### config.mk
export PLATFORM = sky130hd
export DESIGN_NAME = TexEnv
export DESIGN_NICKNAME = d
export VERILOG_FILES = /design/src/common/texEnvPkg.sv /design/src/common/mixOperandsIf.sv /design/src/texEnv/TexEnv.sv /design/src/texEnv/MixLane.sv /design/src/texEnv/CombineLane.sv /design/src/texEnv/ArgumentSelect.sv
export SDC_FILE = /design/constraint.sdc
export NUM_CORES = 2
export LEC_CHECK = 0
export BUFFER_PORTS_ARGS = -buffer_cell sky130_fd_sc_hd__buf_2
export CAP_MARGIN = 20
export CELL_PAD_IN_SITES_DETAIL_PLACEMENT = 2
export CELL_PAD_IN_SITES_GLOBAL_PLACEMENT = 2
export CORE_UTILIZATION = 36
export DETAILED_ROUTE_END_ITERATION = 10
export MAX_ROUTING_LAYER = met4
export PLACE_DENSITY_LB_ADDON = 0.08
export SYNTH_ARGS = -nofsm -noshare
export SYNTH_HDL_FRONTEND = slang
export SYNTH_SLANG_ARGS = --single-unit
### constraint.sdc
create_clock -name aclk -period 6.8 [get_ports aclk]
set_clock_uncertainty 0.1 [all_clocks]
set_input_delay 0.68 -clock aclk [delete_from_list [all_inputs] [get_ports aclk]]
set_output_delay 0.68 -clock aclk [all_outputs]
set_load 0.01 [all_outputs]
### src/common/texEnvPkg.sv
// ****************************************
// Texture combiner shared definitions
// Channel widths, fixed-point constants,
// pixel type and configuration enums
// ****************************************

package texEnvPkg;

    localparam int SubPixelWidth = 8;
    localparam int NumSubPixels = 4;

    typedef logic [SubPixelWidth-1:0] subPixel_t;

    // Red is channel 3 in the top byte, alpha is channel 0 in the low byte
    typedef subPixel_t [NumSubPixels-1:0] pixel_t;

    localparam int AlphaChannel = 0;

    // Fixed-point 1.0 and 0.5
    localparam subPixel_t OneValue = 8'd255;
    localparam subPixel_t HalfValue = 8'd128;

    typedef enum logic [2:0]
    {
        Replace = 3'd0,
        Modulate = 3'd1,
        Add = 3'd2,
        AddSigned = 3'd3,
        Interpolate = 3'd4,
        Subtract = 3'd5,
        // Reserved, handled like Replace
        Dot3Rgb = 3'd6,
        Dot3Rgba = 3'd7
    } combine_t;

    typedef enum logic [1:0]
    {
        SrcTexture = 2'd0,
        SrcConstant = 2'd1,
        SrcPrimary = 2'd2,
        SrcPrevious = 2'd3
    } source_t;

    typedef enum logic [1:0]
    {
        RgbSrcAlpha = 2'd0,
        RgbOneMinusSrcAlpha = 2'd1,
        RgbSrcColor = 2'd2,
        RgbOneMinusSrcColor = 2'd3
    } rgbOperand_t;

    typedef enum logic [0:0]
    {
        AlphaSrcAlpha = 1'b0,
        AlphaOneMinusSrcAlpha = 1'b1
    } alphaOperand_t;

endpackage
### src/common/mixOperandsIf.sv
// ****************************************
// Multiply-add operands of one lane
// Driven by the combiner, read by the mixer
// ****************************************

`timescale 1ns/1ps

interface mixOperandsIf;

    // Result is A*B +/- C*D - bias
    texEnvPkg::subPixel_t operandA;
    texEnvPkg::subPixel_t operandB;
    texEnvPkg::subPixel_t operandC;
    texEnvPkg::subPixel_t operandD;
    logic subtract;
    texEnvPkg::subPixel_t bias;

    modport setup
    (
        output operandA, operandB, operandC, operandD, subtract, bias
    );

    modport mixer
    (
        input operandA, operandB, operandC, operandD, subtract, bias
    );

endinterface

### src/texEnv/TexEnv.sv
// ****************************************
// Texture environment combiner top level
// Three argument selects, four combine
// lanes and four two-stage mixers
// ****************************************

`timescale 1ns/1ps

module TexEnv
(
    input  logic                     aclk,
    input  logic                     reset,

    input  texEnvPkg::combine_t      combineRgb,
    input  texEnvPkg::combine_t      combineAlpha,
    input  texEnvPkg::source_t       srcRgb0,
    input  texEnvPkg::source_t       srcRgb1,
    input  texEnvPkg::source_t       srcRgb2,
    input  texEnvPkg::source_t       srcAlpha0,
    input  texEnvPkg::source_t       srcAlpha1,
    input  texEnvPkg::source_t       srcAlpha2,
    input  texEnvPkg::rgbOperand_t   operandRgb0,
    input  texEnvPkg::rgbOperand_t   operandRgb1,
    input  texEnvPkg::rgbOperand_t   operandRgb2,
    input  texEnvPkg::alphaOperand_t operandAlpha0,
    input  texEnvPkg::alphaOperand_t operandAlpha1,
    input  texEnvPkg::alphaOperand_t operandAlpha2,

    // Fragment color or output of the previous stage
    input  texEnvPkg::pixel_t        previousColor,
    // Texture sample
    input  texEnvPkg::pixel_t        texSrcColor,
    // Fragment color
    input  texEnvPkg::pixel_t        primaryColor,
    input  texEnvPkg::pixel_t        envColor,

    // Two cycles after the inputs
    output texEnvPkg::pixel_t        color
);

    texEnvPkg::pixel_t argument0;
    texEnvPkg::pixel_t argument1;
    texEnvPkg::pixel_t argument2;

    ArgumentSelect argSelect0
    (
        .srcRgb(srcRgb0),
        .srcAlpha(srcAlpha0),
        .operandRgb(operandRgb0),
        .operandAlpha(operandAlpha0),
        .texColor(texSrcColor),
        .constColor(envColor),
        .primaryColor(primaryColor),
        .previousColor(previousColor),
        .argument(argument0)
    );

    ArgumentSelect argSelect1
    (
        .srcRgb(srcRgb1),
        .srcAlpha(srcAlpha1),
        .operandRgb(operandRgb1),
        .operandAlpha(operandAlpha1),
        .texColor(texSrcColor),
        .constColor(envColor),
        .primaryColor(primaryColor),
        .previousColor(previousColor),
        .argument(argument1)
    );

    ArgumentSelect argSelect2
    (
        .srcRgb(srcRgb2),
        .srcAlpha(srcAlpha2),
        .operandRgb(operandRgb2),
        .operandAlpha(operandAlpha2),
        .texColor(texSrcColor),
        .constColor(envColor),
        .primaryColor(primaryColor),
        .previousColor(previousColor),
        .argument(argument2)
    );

    // One combine lane and mixer per channel, alpha has its own mode
    for (genvar k = 0; k < texEnvPkg::NumSubPixels; k++)
    begin : lane
        texEnvPkg::combine_t laneMode;
        mixOperandsIf laneOperands ();

        if (k == texEnvPkg::AlphaChannel)
        begin : alphaMode
            assign laneMode = combineAlpha;
        end
        else
        begin : rgbMode
            assign laneMode = combineRgb;
        end

        CombineLane combineLane
        (
            .mode(laneMode),
            .arg0(argument0[k]),
            .arg1(argument1[k]),
            .arg2(argument2[k]),
            .operands(laneOperands)
        );

        MixLane mixLane
        (
            .aclk(aclk),
            .reset(reset),
            .operands(laneOperands),
            .result(color[k])
        );
    end

endmodule

### src/texEnv/MixLane.sv
// ****************************************
// Two-stage multiply-add and clamp
// for one color channel
// ****************************************

`timescale 1ns/1ps

module MixLane
(
    input  logic                 aclk,
    input  logic                 reset,
    mixOperandsIf.mixer          operands,
    output texEnvPkg::subPixel_t result
);

    localparam int ProductWidth = 2 * texEnvPkg::SubPixelWidth;
    // Room for 255 + 255 and for -255 - 128
    localparam int SumWidth = texEnvPkg::SubPixelWidth + 3;

    texEnvPkg::subPixel_t productAb;
    texEnvPkg::subPixel_t productCd;
    logic subtractQ;
    texEnvPkg::subPixel_t biasQ;
    logic signed [SumWidth-1:0] sum;
    texEnvPkg::subPixel_t clamped;

    // (x * y + x) >> 8 keeps x * 1.0 exact
    function automatic texEnvPkg::subPixel_t fixedMul(
        input texEnvPkg::subPixel_t x,
        input texEnvPkg::subPixel_t y
    );
        logic [ProductWidth-1:0] full;
        full = ProductWidth'(x) * ProductWidth'(y) + ProductWidth'(x);
        return full[ProductWidth-1 -: texEnvPkg::SubPixelWidth];
    endfunction

    // Stage one
    always_ff @(posedge aclk)
    begin
        if (reset)
        begin
            productAb <= '0;
            productCd <= '0;
            subtractQ <= 1'b0;
            biasQ <= '0;
        end
        else
        begin
            productAb <= fixedMul(operands.operandA, operands.operandB);
            productCd <= fixedMul(operands.operandC, operands.operandD);
            subtractQ <= operands.subtract;
            biasQ <= operands.bias;
        end
    end

    always_comb
    begin
        sum = $signed(SumWidth'(productAb)) - $signed(SumWidth'(biasQ));
        if (subtractQ)
            sum = sum - $signed(SumWidth'(productCd));
        else
            sum = sum + $signed(SumWidth'(productCd));

        // Saturate to 0..1.0
        if (sum < 0)
            clamped = '0;
        else if (sum > $signed(SumWidth'(texEnvPkg::OneValue)))
            clamped = texEnvPkg::OneValue;
        else
            clamped = sum[texEnvPkg::SubPixelWidth-1:0];
    end

    // Stage two
    always_ff @(posedge aclk)
    begin
        if (reset)
            result <= '0;
        else
            result <= clamped;
    end

endmodule

### src/texEnv/CombineLane.sv
// ****************************************
// Combine mode decode for one lane
// Maps three arguments onto mixer operands
// ****************************************

`timescale 1ns/1ps

module CombineLane
(
    input texEnvPkg::combine_t  mode,
    input texEnvPkg::subPixel_t arg0,
    input texEnvPkg::subPixel_t arg1,
    input texEnvPkg::subPixel_t arg2,
    mixOperandsIf.setup         operands
);

    always_comb
    begin
        // Plain A*B + C*D unless a mode says otherwise
        operands.subtract = 1'b0;
        operands.bias = '0;

        case (mode)
            texEnvPkg::Modulate:
            begin
                // arg0 * arg1
                operands.operandA = arg0;
                operands.operandB = arg1;
                operands.operandC = '0;
                operands.operandD = '0;
            end
            texEnvPkg::Add:
            begin
                operands.operandA = arg0;
                operands.operandB = texEnvPkg::OneValue;
                operands.operandC = arg1;
                operands.operandD = texEnvPkg::OneValue;
            end
            texEnvPkg::AddSigned:
            begin
                // arg0 + arg1 - 0.5
                operands.operandA = arg0;
                operands.operandB = texEnvPkg::OneValue;
                operands.operandC = arg1;
                operands.operandD = texEnvPkg::OneValue;
                operands.bias = texEnvPkg::HalfValue;
            end
            texEnvPkg::Interpolate:
            begin
                // arg0 * arg2 + arg1 * (1 - arg2)
                operands.operandA = arg0;
                operands.operandB = arg2;
                operands.operandC = arg1;
                operands.operandD = texEnvPkg::OneValue - arg2;
            end
            texEnvPkg::Subtract:
            begin
                operands.operandA = arg0;
                operands.operandB = texEnvPkg::OneValue;
                operands.operandC = arg1;
                operands.operandD = texEnvPkg::OneValue;
                operands.subtract = 1'b1;
            end
            default:
            begin
                // Replace, also taken by the unsupported DOT3 codes
                operands.operandA = arg0;
                operands.operandB = texEnvPkg::OneValue;
                operands.operandC = '0;
                operands.operandD = '0;
            end
        endcase
    end

endmodule

### src/texEnv/ArgumentSelect.sv
// ****************************************
// Combiner argument selection
// Source and operand mux for all channels
// ****************************************

`timescale 1ns/1ps

module ArgumentSelect
(
    input  texEnvPkg::source_t       srcRgb,
    input  texEnvPkg::source_t       srcAlpha,
    input  texEnvPkg::rgbOperand_t   operandRgb,
    input  texEnvPkg::alphaOperand_t operandAlpha,
    input  texEnvPkg::pixel_t        texColor,
    input  texEnvPkg::pixel_t        constColor,
    input  texEnvPkg::pixel_t        primaryColor,
    input  texEnvPkg::pixel_t        previousColor,
    output texEnvPkg::pixel_t        argument
);

    texEnvPkg::pixel_t rgbSource;
    texEnvPkg::pixel_t alphaSource;
    texEnvPkg::subPixel_t rgbSourceAlpha;

    function automatic texEnvPkg::pixel_t pickSource(
        input texEnvPkg::source_t src,
        input texEnvPkg::pixel_t  texPixel,
        input texEnvPkg::pixel_t  constPixel,
        input texEnvPkg::pixel_t  primaryPixel,
        input texEnvPkg::pixel_t  previousPixel
    );
        texEnvPkg::pixel_t picked;
        case (src)
            texEnvPkg::SrcTexture:  picked = texPixel;
            texEnvPkg::SrcConstant: picked = constPixel;
            texEnvPkg::SrcPrimary:  picked = primaryPixel;
            texEnvPkg::SrcPrevious: picked = previousPixel;
        endcase
        return picked;
    endfunction

    // RGB and alpha may come from different sources
    assign rgbSource = pickSource(srcRgb, texColor, constColor, primaryColor, previousColor);
    assign alphaSource = pickSource(srcAlpha, texColor, constColor, primaryColor, previousColor);
    assign rgbSourceAlpha = rgbSource[texEnvPkg::AlphaChannel];

    always_comb
    begin
        for (int ch = 0; ch < texEnvPkg::NumSubPixels; ch++)
        begin
            if (ch == texEnvPkg::AlphaChannel)
            begin
                if (operandAlpha == texEnvPkg::AlphaOneMinusSrcAlpha)
                    argument[ch] = texEnvPkg::OneValue - alphaSource[ch];
                else
                    argument[ch] = alphaSource[ch];
            end
            else
            begin
                case (operandRgb)
                    texEnvPkg::RgbSrcAlpha:         argument[ch] = rgbSourceAlpha;
                    texEnvPkg::RgbOneMinusSrcAlpha: argument[ch] = texEnvPkg::OneValue - rgbSourceAlpha;
                    texEnvPkg::RgbSrcColor:         argument[ch] = rgbSource[ch];
                    texEnvPkg::RgbOneMinusSrcColor: argument[ch] = texEnvPkg::OneValue - rgbSource[ch];
                endcase
            end
        end
    end

endmodule

==> summary.txt <==
Run status: complete, no violations
Unrepaired setup endpoints after global routing: true
Crit path max fanout: 17
NumNets Final: 4292
Area contributors post-synth: fa_1 (27%), ha_1 (15%), mux4_2 (9.7%)
Worst min path class: flop to flop
Worst-Skew Late Latency: 0.40 ns
Post-synth EDFFs: 0
Critical path's top delay family: adder cells
CP peak stage delay: 0.55 ns
Count of cell types in the netlist: 68
Die extent in y: 272 µm
Root Buffer Master: clkbuf_16
Clk buf depth: 2
Total CTS buffers: 9
Via count: 23.4k
Reg2Reg Setup Slack: 2.54 ns
First-pass iteration count of the detailed router: 5
Most frequent cell after synthesis: inv_1
Fmax: 152 MHz
Die width: 272 µm
Worst r2r dst: lane[2].mixLane.result[3]
Psw: 10.4 mW
Cells after synthesis: 2945
Seq pwr share: 5.2%
Area share of the largest cell type after synthesis: 26.6%
Grt ovf: 0
Worst Path Arrival: 6.73 ns
Asr flop ratio synth: 0%
WS Path Type: input port to flop
First-pass GRT wire length: 163000 µm
Largest family of logic cells by synthesized area: adder cells
Register area: 2000 µm²
Adder-Cell Fraction of Synth Area: 41.1%
Iter 0 DRT Violations: 975
Reg2Reg Launch Point: lane[1].mixLane.subtractQ
H-tree levels: 3
Worst Hold Launch: lane[1].mixLane.productAb[0]
DRT antenna net count: 0
Cell internal pwr: 9.89 mW
Comb power frac: 91.9%
Post-synth top cells: inv_1 (475), nor2_1 (439), fa_1 (348)
Worst reg-to-reg path cell count: 12
Via-to-Cell Ratio: 5.26
Synth Area in Simple Gates: 15.4%
Share of power burned in the clock network: 2.9%
Vias in the first global route: 27.3k
Initial Util: 36.5%
Synth Area in XOR/XNOR: 6.79%
Worst VDD drop: 585 µV
Area growth, synth to finish: 22.0%
GRT Overall Usage: 29.6%
Critical path's most frequent cell: fa_1
WHS Endpoint: lane[1].mixLane.result[0]
Fillers: 8000
Mux contribution to synthesized area: 11.4%
GP Congestion: 0.963
Post-layout util: 44.5%
Hold Buf Count CTS: 0
Number of buffers and inverters on the critical path: 9
Yosys top cell by area: fa_1
Port Buffers: 188
DIE AREA: 73800 µm²
Num rows: 98
Count of state elements after synthesis: 100
Slew Limit Fails: 0
Register area share after synthesis: 7.65%
TritonCTS clock tree: yes
Cell Area, Synth: 26200 µm²
Core outline area: 71700 µm²
Post-DP HPWL: 93800 µm
I/O pin total: 189
Total Wirelength: 105000 µm
Tcrit/Tclk final: 96.8%
Final Power: 20.3 mW
Pin slew with the least headroom to its limit: 1.05 ns
Slew margin rel.: 29.8%
Endpoints failing setup: 0
Avg Cell Area, Syn: 8.89 µm²
Synth warnings: 0
# DRC: 0
CP max-delay cell: fa_1
Final count of hold timing violations: 0
Area of the multi-input gates: 22200 µm²
Clock slew at reported path FFs: 0.09 ns
Hold depth: 3
Period minus WS final: 6.58 ns
Sw Share: 51.2%
LEAKAGE: 16.0 nW
Initial antenna violation count: 3
Startpoint types: input port
Max-cap violation count: 0
Layout cell share with drive strength beyond 1: 25.3%
Power Density: 635 nW/µm²
Syn Nets: 3754
Synth Area in Compound Gates: 9.04%
Wirelength per Cell: 23.6 µm
Worst setup EP type: flop
Worst Path Required: 6.95 ns
Clock Sinks: 100
Primary FF master, synth: dfxtp_1
Largest net degree at the start of global routing: 36
[cell families (layout without fill, tap and decap cells)]
| group | count (synthesis) | after routing |
|---|---|---|
| AOI/OAI and AO/OA | 379 | 379 |
| xor gates and xnor gates | 202 | 202 |
| adders and majority gates | 652 | 652 |
| buffers and inverters | 580 | 1123 |
| DFF | 100 | 100 |
| muxes | 149 | 149 |
| other | 0 | 4 |
| and+or+nand+nor | 883 | 883 |
[state kept, by name, indices dropped and copies added (netlist names)]
signal,flops
lane.mixLane.result,32
lane.mixLane.subtractQ,2
lane.mixLane.productCd,32
lane.mixLane.biasQ,2
lane.mixLane.productAb,32
[cells in the final DEF (no fill, tap or decap), types with 8 or more instances in the layout]
cell / count
inv_1: 475
nor2_1: 435
buf_4: 423
fa_1: 347
ha_1: 304
buf_2: 187
xnor2_1: 137
nand2_1: 131
a21oi_1: 127
mux4_2: 113
dfxtp_1: 100
o21ai_0: 67
xor2_1: 59
or2_2: 54
nand2b_1: 54
nor3_1: 44
nor2b_1: 40
o21a_1: 36
and2_1: 33
a21o_1: 25
mux2i_1: 24
nand3_1: 23
or3_1: 16
a21oi_2: 13
a211oi_1: 13
o21bai_1: 13
buf_12: 13
and3_1: 10
a31oi_1: 9
nand4_1: 9
clkbuf_16: 9
a22oi_1: 8
a21boi_0: 8
[per-stage QoR]
stage	TNS [ns]	worst slack (ns)	std cells	hold WS [ns]	area, µm²
global placement	-4.62	-0.503	4419	0.520	31300
global route	-0.00329	-0.00329	4440	0.598	31900
floorplan	0	0.0232	2945	0.420	26200
CTS	0	0.0223	4436	0.564	31700
detailed placement	-12.30	-0.675	4419	0.537	31300
finish	0	0.216	4442	0.564	31900
[metal layers]
metal	global-route usage (%)	up-vias	wire, µm
li1	-	10700	-
met4	8.19	0	2730
met3	2.88	110	4120
met1	38.4	12100	47500
met5	-	-	0
met2	49.2	498	50400
[power groups by stage]
stage	Combinational, mW	Sequential, mW	Clock (mW)
floorplan	11.0	1.05	0
global placement	17.2	1.05	0
detailed placement	18.5	1.07	0
CTS	18.7	1.05	0.609
global route	20.8	1.07	0.630
finish	18.6	1.05	0.592
[how the worst max path moves through the flow]
stage | slack [ns] | cells past startpoint | end | start
final | 0.22 | 26 | lane[2].mixLane.productCd[6] | srcRgb1[1]
after global placement | -0.50 | 24 | lane[3].mixLane.productCd[5] | srcRgb1[0]
after detailed placement | -0.67 | 25 | lane[2].mixLane.productCd[7] | srcRgb1[0]
after CTS | 0.02 | 25 | lane[3].mixLane.productCd[5] | srcRgb2[0]
after global routing | -0.003 | 27 | lane[2].mixLane.productCd[5] | srcRgb1[1]
after floorplan | 0.02 | 22 | lane[1].mixLane.productAb[7] | srcRgb0[1]
[worst min-delay path, delay by kind of cell (launching register included)]
kind	cells	cell delay (ns)
AOI/OAI and AO/OA	1	0.08
adders and majority gates	1	0.17
buffers and inverters	1	0.05
DFF	1	0.31
[area by class of cell]
class	instances	area share, %
sequential	100	6.27
clock inverter	7	0.290
multi-input combinational	2265	69.4
timing repair buffer	632	14.0
clock buffer	9	0.705
tap	950	3.72
antenna	4	0.0313
inverter	475	5.58
[what timing repair did]
item	CTS	global route
endpoints found under the setup margin	9	26
pin swaps	2	4
setup buffers	1	1
gates resized for setup	15	51
Power figures use the tool's default switching activity.
